--- src/lsq_pkg.sv ---
package lsq_pkg;

    ////////////////////////////////////////
    // widths
    ////////////////////////////////////////

    // one data word and its byte lanes
    localparam int data_w = 32;
    localparam int strb_w = data_w / 8;

    // byte address bits above bit 1
    localparam int word_addr_w = 30;

    // dispatch, execute and retire width
    localparam int lanes = 3;

    // number of load lookup ports
    localparam int load_ports = 2;

    // largest queue index any build may use, modules take the low bits
    localparam int max_idx_w = 5;

    ////////////////////////////////////////
    // structs
    ////////////////////////////////////////

    // one store queue slot
    typedef struct packed {
        // address and data both known
        logic                   ready;
        logic [word_addr_w-1:0] addr;
        logic [strb_w-1:0]      usebytes;
        logic [data_w-1:0]      data;
    } sq_entry_t;

    // load request into the forward logic
    typedef struct packed {
        logic                   valid;
        // slot given at dispatch, stores from here on are younger
        logic [max_idx_w-1:0]   tail_pos;
        logic [word_addr_w-1:0] addr;
    } load_lookup_t;

    // answer for one load port
    typedef struct packed {
        // an older store has no address yet
        logic              stall;
        // bytes supplied by older stores
        logic [strb_w-1:0] usebytes;
        logic [data_w-1:0] data;
    } load_forward_t;

endpackage

--- src/byte_priority.sv ---
module byte_priority #(
    parameter int width = 8
) (
    input  logic [width-1:0] req,
    output logic [width-1:0] gnt
);

    // highest index wins
    // scan upward and keep only the last hit
    always_comb begin
        gnt = '0;
        for (int i = 0; i < width; i++) begin
            if (req[i]) begin
                gnt    = '0;
                gnt[i] = 1'b1;
            end
        end
    end

endmodule

--- src/load_forward.sv ---
module load_forward #(
    parameter int sq_idx_w = 3
) (
    input  lsq_pkg::sq_entry_t [(1<<sq_idx_w)-1:0] entries,
    input  logic [sq_idx_w-1:0]                    head,
    input  lsq_pkg::load_lookup_t                  lookup,
    output lsq_pkg::load_forward_t                 result
);

    localparam int depth = 1 << sq_idx_w;

    logic [sq_idx_w-1:0] load_pos;
    logic [sq_idx_w-1:0] older_count;

    // rotated copy of the queue, youngest older store on top
    lsq_pkg::sq_entry_t [depth-1:0] window;
    logic [depth-1:0]               in_window;
    logic [depth-1:0]               pending;

    // per byte lane candidates and the chosen store
    logic [lsq_pkg::strb_w-1:0][depth-1:0] byte_req;
    logic [lsq_pkg::strb_w-1:0][depth-1:0] byte_gnt;

    assign load_pos = lookup.tail_pos[sq_idx_w-1:0];

    // stores from head up to the load's slot are older
    assign older_count = load_pos - head;

    ////////////////////////////////////////
    // older store window
    ////////////////////////////////////////

    // slot load_pos-1 lands on index depth-1
    always_comb begin
        for (int i = 0; i < depth; i++) begin
            window[i]    = entries[load_pos + sq_idx_w'(i)];
            in_window[i] = lookup.valid && (i + int'(older_count) >= depth);
            pending[i]   = in_window[i] && !window[i].ready;
        end
    end

    ////////////////////////////////////////
    // byte forwarding
    ////////////////////////////////////////

    always_comb begin
        for (int b = 0; b < lsq_pkg::strb_w; b++) begin
            for (int i = 0; i < depth; i++) begin
                byte_req[b][i] = in_window[i]
                               && window[i].ready
                               && (window[i].addr == lookup.addr)
                               && window[i].usebytes[b];
            end
        end
    end

    // youngest candidate per byte lane
    for (genvar b = 0; b < lsq_pkg::strb_w; b++) begin : g_byte_lane
        byte_priority #(
            .width(depth)
        ) u_pick (
            .req(byte_req[b]),
            .gnt(byte_gnt[b])
        );
    end

    always_comb begin
        result.stall = |pending;
        result.data  = '0;
        for (int b = 0; b < lsq_pkg::strb_w; b++) begin
            result.usebytes[b] = |byte_req[b];
            for (int i = 0; i < depth; i++) begin
                if (byte_gnt[b][i]) begin
                    result.data[8*b +: 8] = window[i].data[8*b +: 8];
                end
            end
        end
    end

endmodule

--- config.mk ---
export PLATFORM = sky130hd
export DESIGN_NAME = load_forward
export DESIGN_NICKNAME = d
export VERILOG_FILES = /design/src/lsq_pkg.sv /design/src/byte_priority.sv /design/src/load_forward.sv
export SDC_FILE = /design/constraint.sdc
export NUM_CORES = 1
export LEC_CHECK = 0
export BUFFER_PORTS_ARGS = -buffer_cell sky130_fd_sc_hd__buf_2
export CAP_MARGIN = 25
export CORE_AREA = 2 2 252 254
export DETAILED_ROUTE_END_ITERATION = 10
export DIE_AREA = 0 0 254 256
export PLACE_DENSITY = 0.69
export SETUP_SLACK_MARGIN = 0.2
export SYNTH_ARGS = -nofsm -noshare
export SYNTH_HDL_FRONTEND = slang
export SYNTH_HIERARCHICAL = 1
export SYNTH_SLANG_ARGS = --single-unit
--- constraint.sdc ---
create_clock -name vclk -period 6.3
set_input_delay 0.315 -clock vclk [all_inputs]
set_output_delay 0.315 -clock vclk [all_outputs]
set_load 0.01 [all_outputs]
==> After elaboration in Yosys (flattened, before gate mapping) <==
Index checks and enable logic that the tools add are counted.
{ "classes": {"add_sub_neg": 15, "magnitude_cmp": 16, "eq_ne": 8, "muxes": 80, "reduce_logical": 77} }
{ "op_table": {"columns": ["op", "count"], "rows": [
  ["$bmux 67 s3", 8],
  ["$mux 67", 8],
  ["$mux 8", 36],
  ["$eq 30x30->1", 8],
  ["$logic_and 1x1->1", 64],
  ["$reduce_or 8->1", 5],
  ["$lt 3x4->1 const B", 8],
  ["$ge 4x4->1 const B", 7],
  ["$mux 7", 4],
  ["$mux 6", 4],
  ["$mux 5", 4],
  ["$add 3x3->4 const A", 4],
  ["$mux 4", 4],
  ["$add 3x3->3 const B", 4],
  ["$mux 3", 4],
  ["$add 2x3->4 const A", 2],
  ["$logic_not 1->1", 8],
  ["$mux 2", 4],
  ["$add 3x2->3 const B", 2],
  ["$add 1x3->4 const A", 1],
  ["$ge 3x4->1 const B", 1],
  ["$mux 1", 4],
  ["$add 3x1->3 const B", 1],
  ["$sub 3x3->3", 1]
]} }
{ "word_totals": {"regBits": 0, "input_bits": 575} }

==> Longest topological paths before layout <==
{ "logic_depth": {"ltp_word": 22, "depth_mapped": 31, "ltp_nobuf": 20} }

==> Modules after synthesis <==
The synthesis kept the hierarchy.
{ "by_module_without_submodules": {"columns": ["module", "n_inst", "cells_per_inst", "area_per_inst_um2"], "rows": [
  ["load_forward", 1, 2667, 26253.9],
  ["byte_priority", 4, 10, 80.1]
]} }

==> Worst setup path after synthesis <==
OpenSTA, ideal clock, no wires.
{ "synth_path": {"kind": "input-to-output", "from": "input lookup[30] in the netlist's numbering", "to": "output result[13] in the netlist's numbering", "arrival_ns": 5.460, "required_ns": 5.985, "path_slack_ns": 0.525, "path_stages": 26, "n_path_buf": 13, "path_cell_list": "buf_6 > buf_12 > inv_1 > buf_4 > buf_2 > buf_1 > ha_1 > buf_4 > buf_4 > buf_4 > buf_4 > buf_4 > buf_2 > buf_1 > mux4_2 > and2_1 > o211a_1 > nor4_2 > and3b_2 > clkbuf_1 > a221oi_1 > a31oi_1 > nor2_1 > a31oi_1 > o21ai_0 > a21oi_1"} }
{ "synth_rtl": {"columns": ["item", "line_no", "text"], "rows": [
  ["from (decl)", "load_forward.sv:6", "input lsq_pkg::load_lookup_t lookup,"],
  ["to (decl)", "load_forward.sv:7", "output lsq_pkg::load_forward_t result"]
]} }

==> results.yml <==
run_status:
  run_status: "complete, no violations"
final_layout:
  fillers: 5931
  nClkBuffers: 0
  seq_cell_count: 0
  syn2layout_area_growth_pct: 14.23
  regArea_um2: 0
  fin_nets: 3715
  drive_gt1_share_pct: 44.45
critical_path:
  critPathLaunchType: "input port"
  cp.required_ps: 5980
  crit_type: "in -> out"
  arrival_ps: 5630
  end_kind: "output pin"
  cp_max_fo: 34
floorplan:
  die-area_mm2: 0.06502
  fp.dieW_um: 254
  die_h_um: 256
  row_count: 92
  core_area_mm2: 0.06239
  start_util_pct: 42.59
  num_io_pins: 612
pwr:
  powerDensity_mw_per_mm2: 100.1
  vdd_ir_drop_max_v: 0.00007219
  p_leak_nw: 11.67
logic_synthesis:
  ys_seq_area_share_pct: 0
  synthCells: 2707
  synth_top_cell_by_area: "mux4_2"
  ys_warn_count: 6
  synth_top_area_share_pct: 44.83
  synth.avg_cell_area_um2: 9.817
  synthDistinctLibCells: 91
  synthTopCellsByCount: "mux4_2, nand2_1, mux2i_1"
  syn_area_mm2: 0.02657
  synth.most_common_cell: "mux4_2"
  synthTopCellsByArea: "mux4_2, mux2i_1, nand2_1, xnor2_1, mux2_2"
placement:
  io_buffers: 610
  gp_congestion: 1.042
  place_worst_setup_slack_ps: 342.2
  dpl.hpwl_um: 91290
route:
  num_vias: 28350
  drt_iter0_markers: 4086
  finalWirelength_um: 116900
  wl_per_cell_um: 28.97
  ant_nets: 0
  route.detailed.drc: 0
  avgViaCountPerCell: 7.029
  first_pass_iters: 7
worst_hold_path:
  worstHoldPathCells: 4
  whs_endpoint: "result[36]"
  min_from: "lookup[35]"
  hp-class: "in -> out"
timing:
  period_needed_ps: 5944
  setup_viol: 0
  worst_slack_ps: 356.1
  min_period_over_period_pct: 94.35
  drv_slew: 0
  rsz0062_at_grt: "yes"
  finalSetupTns_ps: 0
  tightest_slew_ps: 1007
  clock.fmax_mhz: 168.2
  maxSlewHeadroom_pct: 32.88
  hold_viol_final: 0
grt:
  grt_max_degree: 131
  grt_overflow_total: 0
  grt_pass1_vias: 26220
  grt_pass1_wl_um: 170400
  grt_usage_pct: 34.56
  antenna_found_initial: 63
run:
  cap_violations: 0
clock_tree:
  hold_buffers: 0
-- power breakdown --
group,total (mW),switching (mW),internal (mW)
sequential,0,0,0
combinational,3.04,1.65,1.39
clock,0.00000115,0,0.00000115
total,3.04,1.65,1.39
-- kinds of logic (layout without fill, tap and decap cells) --
family / count (synthesis) / count (layout) / share of synthesized area, %
AOI/OAI and AO/OA: 374 / 374 / 9.746
xor gates and xnor gates: 201 / 201 / 6.761
adders and majority gates: 4 / 4 / 0.2166
buffers and inverters: 329 / 753 / 6.653
muxes: 884 / 884 / 60.15
other: 1 / 58 / 0.01411
and+or+nand+nor: 914 / 914 / 16.46
-- stage by stage --
stage | util, % | cells | hold WS, ps | cell area, um2 | power [mW]
3_5_place_dp | 48.36 | 3977 | 1286 | 30170 | 2.944
3_3_place_gp | 48.36 | 3977 | 1291 | 30170 | 2.923
4_1_cts | 48.36 | 3977 | 1293 | 30170 | 2.959
2_1_floorplan | - | 2710 | 880.3 | 26590 | 2.015
6_report | 48.66 | 4034 | 1269 | 30360 | 3.038
5_1_grt | 48.59 | 4018 | 1297 | 30320 | 3.185
-- worst max-delay path, stage by stage --
cell and delay (ps):
buf_8 220, inv_2 120, ha_4 480, buf_12 270
buf_4 260, mux4_2 330, xnor2_1 180, nor3_1 210
o22ai_1 110, or3_1 450, nor4_4 510, buf_4 260
o211a_1 230, buf_4 240, nor3b_1 80, nor3_1 750
a21oi_1 300, buf_2 230
-- how the worst max path moves through the flow --
stage               start          to  slack [ps]  cells past startpoint
2_1_floorplan  lookup[30]  result[13]         520                     26
6_report       lookup[30]   result[9]         360                     18
3_3_place_gp   lookup[30]  result[14]         450                     19
5_1_grt        lookup[30]  result[10]         140                     23
4_1_cts        lookup[30]  result[25]         330                     17
3_5_place_dp   lookup[30]  result[25]         340                     17
-- layout make-up --
class	count	area, um2	share of cell area (%)
Multi-Input combinational cell	2381	24950	82.20
Timing Repair Buffer	720	4086	13.46
Tap cell	846	1059	3.487
Antenna cell	54	135.1	0.4451
Inverter	33	123.9	0.4080
-- what timing repair did --
item                                    in CTS  in global routing
resized for setup                            0                  4
endpoints found under the setup margin       0                  9
setup buffers                                0                  1
-- layout by cell type (no fill, tap or decap), types with 16 or more instances in the layout --
cell type	instances
nand3_1	165
buf_2	609
mux2i_1	230
nand4_1	27
nor3_1	33
diode_2	54
mux2_2	101
o21ai_0	70
mux4_1	24
nor2b_1	16
a31oi_1	72
xnor2_1	181
a21oi_1	54
inv_1	25
and2_1	28
nor2_1	82
nor3b_1	19
mux4_2	529
a221oi_1	44
and3_1	18
buf_4	92
nand2_1	432
nor4_1	18
-- routing by layer --
layer  GRT usage (%)  vias to the layer above  share of wire, %
met5               0                        -              0.16
met4           21.24                       28               7.0
met3           8.004                      430                12
li1                -                    11910                 -
met1           42.52                    13850                34
met2           54.85                     2139                47
No activity file was read; power rests on OpenSTA's default activity.
