File: src/lsq_pkg.sv
package lsq_pkg;

    ////////////////////////////////////////
    // widths
    ////////////////////////////////////////

    // one data word and its byte lanes
    localparam int data_w = 32;
    localparam int strb_w = data_w / 8;

    // byte address bits above bit 1
    localparam int word_addr_w = 30;

    // dispatch, execute and retire width
    localparam int lanes = 3;

    // number of load lookup ports
    localparam int load_ports = 2;

    // largest queue index any build may use, modules take the low bits
    localparam int max_idx_w = 5;

    ////////////////////////////////////////
    // structs
    ////////////////////////////////////////

    // one store queue slot
    typedef struct packed {
        // address and data both known
        logic                   ready;
        logic [word_addr_w-1:0] addr;
        logic [strb_w-1:0]      usebytes;
        logic [data_w-1:0]      data;
    } sq_entry_t;

    // load request into the forward logic
    typedef struct packed {
        logic                   valid;
        // slot given at dispatch, stores from here on are younger
        logic [max_idx_w-1:0]   tail_pos;
        logic [word_addr_w-1:0] addr;
    } load_lookup_t;

    // answer for one load port
    typedef struct packed {
        // an older store has no address yet
        logic              stall;
        // bytes supplied by older stores
        logic [strb_w-1:0] usebytes;
        logic [data_w-1:0] data;
    } load_forward_t;

endpackage

File: src/store_drain_apb.sv
module store_drain_apb #(
    parameter int drain_depth = 4
) (
    input  logic                                    clock,
    input  logic                                    reset,
    // retired stores from the queue
    input  lsq_pkg::sq_entry_t [lsq_pkg::lanes-1:0] cache_wb,
    input  logic [1:0]                              wb_count,
    output logic [1:0]                              retire_room,
    // APB write master
    output logic                                    psel,
    output logic                                    penable,
    output logic                                    pwrite,
    output logic [31:0]                             paddr,
    output logic [lsq_pkg::data_w-1:0]              pwdata,
    output logic [lsq_pkg::strb_w-1:0]              pstrb,
    input  logic                                    pready
);

    localparam int ptr_w = $clog2(drain_depth);
    localparam int cnt_w = $clog2(drain_depth + 1);

    typedef enum logic [1:0] {
        drain_idle,
        drain_setup,
        drain_access
    } drain_state_t;

    drain_state_t       state;
    drain_state_t       state_next;
    lsq_pkg::sq_entry_t fifo_q [drain_depth];
    lsq_pkg::sq_entry_t head_store;
    logic [ptr_w-1:0]   rd_ptr;
    logic [ptr_w-1:0]   wr_ptr;
    logic [cnt_w-1:0]   fill_count;
    logic [cnt_w-1:0]   free_count;
    logic               pop;

    // pointer step with wrap for any depth
    function automatic logic [ptr_w-1:0] wrap_add(input logic [ptr_w-1:0] ptr, input int step);
        int sum;
        sum = int'(ptr) + step;
        if (sum >= drain_depth) begin
            sum = sum - drain_depth;
        end
        return ptr_w'(sum);
    endfunction

    ////////////////////////////////////////
    // write buffer
    ////////////////////////////////////////

    assign free_count  = cnt_w'(drain_depth) - fill_count;
    assign retire_room = (free_count >= 3) ? 2'd3 : 2'(free_count);

    // lane 2 holds the oldest store
    always_ff @(posedge clock) begin
        for (int k = 0; k < lsq_pkg::lanes; k++) begin
            if (k < wb_count) begin
                fifo_q[wrap_add(wr_ptr, k)] <= cache_wb[lsq_pkg::lanes-1-k];
            end
        end
    end

    ////////////////////////////////////////
    // bus side
    ////////////////////////////////////////

    always_comb begin
        state_next = state;
        case (state)
            drain_idle: begin
                if (fill_count != 0) begin
                    state_next = drain_setup;
                end
            end
            drain_setup: begin
                state_next = drain_access;
            end
            drain_access: begin
                // straight into the next setup when more is queued
                if (pready) begin
                    state_next = (fill_count > 1) ? drain_setup : drain_idle;
                end
            end
            default: begin
                state_next = drain_idle;
            end
        endcase
    end

    always_ff @(posedge clock) begin
        if (reset) begin
            state      <= drain_idle;
            rd_ptr     <= '0;
            wr_ptr     <= '0;
            fill_count <= '0;
        end else begin
            state      <= state_next;
            rd_ptr     <= wrap_add(rd_ptr, int'(pop));
            wr_ptr     <= wrap_add(wr_ptr, int'(wb_count));
            fill_count <= fill_count + cnt_w'(wb_count) - cnt_w'(pop);
        end
    end

    // the transfer always carries the FIFO head
    assign head_store = fifo_q[rd_ptr];
    assign psel       = (state != drain_idle);
    assign penable    = (state == drain_access);
    assign pwrite     = 1'b1;
    assign paddr      = {head_store.addr, 2'b00};
    assign pwdata     = head_store.data;
    assign pstrb      = head_store.usebytes;
    assign pop        = penable && pready;

    // access phase only follows a selected cycle
    assert property (@(posedge clock) disable iff (reset)
        penable |-> psel && $past(psel));

    // head must not be overwritten while the slave is still working
    assert property (@(posedge clock) disable iff (reset)
        psel && !pop |=> $stable(paddr) && $stable(pwdata));

endmodule

File: config.mk
export PLATFORM = sky130hd
export DESIGN_NAME = store_drain_apb
export DESIGN_NICKNAME = d
export VERILOG_FILES = /design/src/lsq_pkg.sv /design/src/store_drain_apb.sv
export SDC_FILE = /design/constraint.sdc
export NUM_CORES = 1
export LEC_CHECK = 0
export BUFFER_PORTS_ARGS = -buffer_cell sky130_fd_sc_hd__buf_2
export CAP_MARGIN = 10
export CORE_MARGIN = 2
export CORE_UTILIZATION = 30
export CTS_CLUSTER_SIZE = 30
export DETAILED_ROUTE_END_ITERATION = 12
export PLACE_DENSITY = 0.47
export SLEW_MARGIN = 10
export SYNTH_ARGS = -nofsm -noshare
export SYNTH_HDL_FRONTEND = slang
export SYNTH_SLANG_ARGS = --single-unit
File: constraint.sdc
create_clock -name clock -period 9.43 [get_ports clock]
set_clock_uncertainty 0.1 [all_clocks]
set_input_delay 1.4145 -clock clock [delete_from_list [all_inputs] [get_ports clock]]
set_output_delay 1.4145 -clock clock [all_outputs]
set_load 0.1 [all_outputs]
# ---- Yosys cells after proc, flatten, opt, wreduce, memory -nomap -nowiden
# Memories as Yosys holds them, arrays and structs flattened. A register that Yosys moved wholly into a read port is not among the register bits.
# Index checks and enable logic that the tools add are counted.
dict set report word_totals {
  reg_bits 9
  ram_bits 268
  output_inout_bits 73
  wordCells 56
  memories 1
}
dict set report op_classes {
  n_addsub 12
  magnitude_cmp 10
  n_eq_ne 4
  mux 20
  n_reduce_logical 5
}
# memory depth width read_ports rd_ports_with_merged_regs wr line_no
set mem_list {}
lappend mem_list {fifo_q 4 67 1 1 3 store_drain_apb.sv:31} ;# lsq_pkg::sq_entry_t fifo_q [drain_depth];
# cell count
set ops {}
lappend ops {{$mux 2} 12}
lappend ops {{$ge 3x3->1 const B} 4}
lappend ops {{$sub 2x1->2 const B} 5}
lappend ops {{$mux 1} 7}
lappend ops {{$pmux 2 s3} 1}
lappend ops {{$lt 1x2->1 const A} 2}
lappend ops {{$add 2x1->3} 1}
lappend ops {{$add 2x1->3 const B} 1}
lappend ops {{$add 2x2->3} 1}
lappend ops {{$add 2x2->3 const B} 1}
lappend ops {{$add 3x2->3} 1}
lappend ops {{$ge 2x3->1 const B} 1}
lappend ops {{$ge 3x2->1 const B} 1}
lappend ops {{$gt 3x1->1 const B} 1}
lappend ops {{$reduce_bool 3->1} 1}
lappend ops {{$sub 3x1->3} 1}
lappend ops {{$sub 3x3->3 const A} 1}
lappend ops {{$eq 2x1->1 const B} 1}
lappend ops {{$eq 2x2->1 const B} 1}
lappend ops {{$logic_not 2->1} 1}
lappend ops {{$lt 2x2->1 const A} 1}
lappend ops {{$ne 2x1->1 const B} 1}
lappend ops {{$ne 2x2->1 const B} 1}
lappend ops {{$reduce_and 2->1} 1}
lappend ops {{2 further kinds} 2}

# ---- Depth between registers and ports, before layout
dict set report logic_depth {
  depth_word 6
  mapped_depth 8
}

# ---- Least setup slack after synthesis
# No wires, ideal clock.
dict set report synth_path {
  path_kind {input -> register}
  start {in wb_count[1]}
  end {mem fifo_q[0][0] in the netlist's numbering (enable)}
  setup_ns 0.589
  arrival_ns 6.769
  required_time_ns 8.741
  slack_ns 1.972
  cell_stages 4
  path_cell_list {buf_2 > buf_4 > o21ai_0 > a211oi_1}
}
# element line_no
set synth_lines {}
lappend synth_lines {{from (decl)} store_drain_apb.sv:8} ;# input logic [1:0] wb_count,
lappend synth_lines {{to (decl)} store_drain_apb.sv:31}

==> qor.yml <==
drt_wl_total_mm: 56.23
io_buffers: 272
syn_to_final_growth_pct: 19.46
cts_setup_buffers: 0
fin_nets: 2009
crit_path_end_kind: "output port"
ios: 279
cts_hold_buf: 0
synth_top_family_by_area: "simple AND/OR/NAND/NOR gates"
cts_resized: 0
antenna_found_initial: 17
fin_util: 0.3607
cts_made_buffers: 35
critPathRequiredTime_ps: 7920
cp-start-kind: "flop"
yosysWarnings: 0
setup_tns_ps: 0
finalHoldViolations: 0
grt_setup_unrepaired: "false"
h-tree-depth: 2
wl_per_cell_um: 22.45
relSlewSlack: 0.1740
die_h_um: 230.5
ys_seq_elements: 273
via_count: 13360
synthMuxAreaShare: 0.09728
regToRegSetupSlack_ps: 6120
clockBufferDepth: 3
drt_first_pass_iters: 5
cts_root_buf: "clkbuf_16"
final.min_clock_period_ps: 4733
synth.distinct_cells: 38
grt_usage: 0.2086
gp_congestion: 0.7747
dieWidth_um: 230.5
start_util: 0.3019
clk_latency_ps: 530
cpPeakStageDelay_ps: 920
netlist_area_sq_um: 15400
fin_crit_sh: 0.5020
core_area_sq_um: 50990
vdd_drop_max_v: 0.0001377
ys_async_sr_fraction: 0
die-area_sq_um: 53150
cp_slowest_cell: "buf_4"
hold_ws_ps: 426.1
drive_above_1_share: 0.2350
drtIter0Drc: 1187
cts.sinks: 273
crit_buf_inv: 2
leakage_nw: 7.118
critical_path_arrival_ps: 3220
dpl.hpwl_mm: 30.43
p_per_area_nw_per_um2: 234.5
finalMaxSlewViolations: 0
hold_class: "flop to flop"
drc: 0
synthCells: 1599
synth-edff-count: 264
setup_viol_count_final: 0
via_per_inst: 5.334
crit_family: "buffers and inverters"
critPathMaxFanout: 41
grt_pass1_wl_mm: 82.08
core.rowCount: 83
path_cells: "buf_4 -> mux4_2 -> buf_2"
synth.avg_cell_area_sq_um: 9.629
ys_seq_area_frac: 0.5266
grt_overflow_total: 0
grt_max_degree: 89
cts_tree: "yes"
grt_pass1_vias: 13160
outcome: "complete, no violations"
clk_pin_slew_worst_paths_ps: 60
fmax_mhz: 211.3
yosys.area_share.simple: 0.2092
dominantRegCellSynth: "edfxtp_1"
power_mw: 4.312
drv_cap: 0
critical_path_class: "flop to output port"
drtAntennaViolNets: 0
synth_adder_area_share: 0.008289
synth-xor-area-share: 0.003413
tightest_slew_ps: 1239
synth-compound-area-share: 0.1098
## power by group
group	leakage [nW]	total, mW	internal (mW)	switching (mW)
clock	0.559	1.37	0.847	0.521
combinational	3.95	1.32	0.313	1.01
sequential	2.61	1.62	1.56	0.0602
## area by class of cell
cell class	instances	area, sq um
antenna	7	17.52
clock buffer	43	948.4
clock inverter	16	203.9
fill	5116	32600
inverter	6	22.52
multi-input combinational	1184	6699
sequential	273	8115
tap	680	850.8
timing repair buffer	295	1534
## per-layer routing
layer,GRT usage,vias to the layer above,wire [um]
li1,-,6122,-
met5,0,-,99
met2,0.3464,633,26710
met1,0.2613,6440,22830
met3,0.04681,145,4824
met4,0.08952,16,1757
## sequential cells by signal (all words and copies together), names as in the netlist
name / count
rd_ptr: 2
fill_count: 3
state: 2
wr_ptr: 2
fifo_q: 264
## tightest hold or removal path: cells and delay by family, from the launching register on
kind / cells / cell delay [ps]
AO/OA/AOI/OAI: 1 / 80
buffers and inverters: 1 / 80
flip-flops: 1 / 320
## synthesized netlist by cell type (5+ instances only)
cell type	n	area share
dfxtp_1	9	0.012
inv_1	6	0.0015
buf_1	5	0.0012
nor2b_1	5	0.0020
nor2_1	271	0.066
clkbuf_1	46	0.011
edfxtp_1	264	0.51
buf_4	19	0.0093
nand2_1	531	0.13
buf_2	67	0.022
mux4_2	66	0.097
ha_1	7	0.0057
a31oi_1	265	0.11
## cells by family after synthesis
logic type,count (synthesis)
multiplexers,67
buffers and inverters,143
flip-flops,273
AO/OA/AOI/OAI,270
XOR/XNOR,6
other,2
adder cells (fa/ha/maj),10
AND/OR/NAND/NOR,828
## layout by cell type (no fill, tap or decap), drive strengths merged, types with 5 or more instances in the layout
cell      n
nor2    271
dfxtp     9
clkinv   10
buf     295
mux4     66
bufinv    5
clkbuf   43
edfxtp  264
a31oi   265
ha        7
diode     7
nor2b     5
inv       6
nand2   531
## final timing paths
kind                  from             to  cells past startpoint
max              rd_ptr[0]       paddr[4]                      3
min          fill_count[2]       state[0]                      2
max reg2reg      wr_ptr[1]  fifo_q[0][49]                      4
min reg2reg  fill_count[2]       state[0]                      2
## per-stage QoR
step                      instance area [sq um]  std cells  worst slack [ps]
after detailed placement                  17220       2438              5097
after floorplan                           15400       1600              1972
final                                     18390       2504              4697
after global routing                      18390       2504              4430
after global placement                    17220       2438              5094
after CTS                                 18370       2497              4498
No activity file was read; power rests on OpenSTA's default activity.
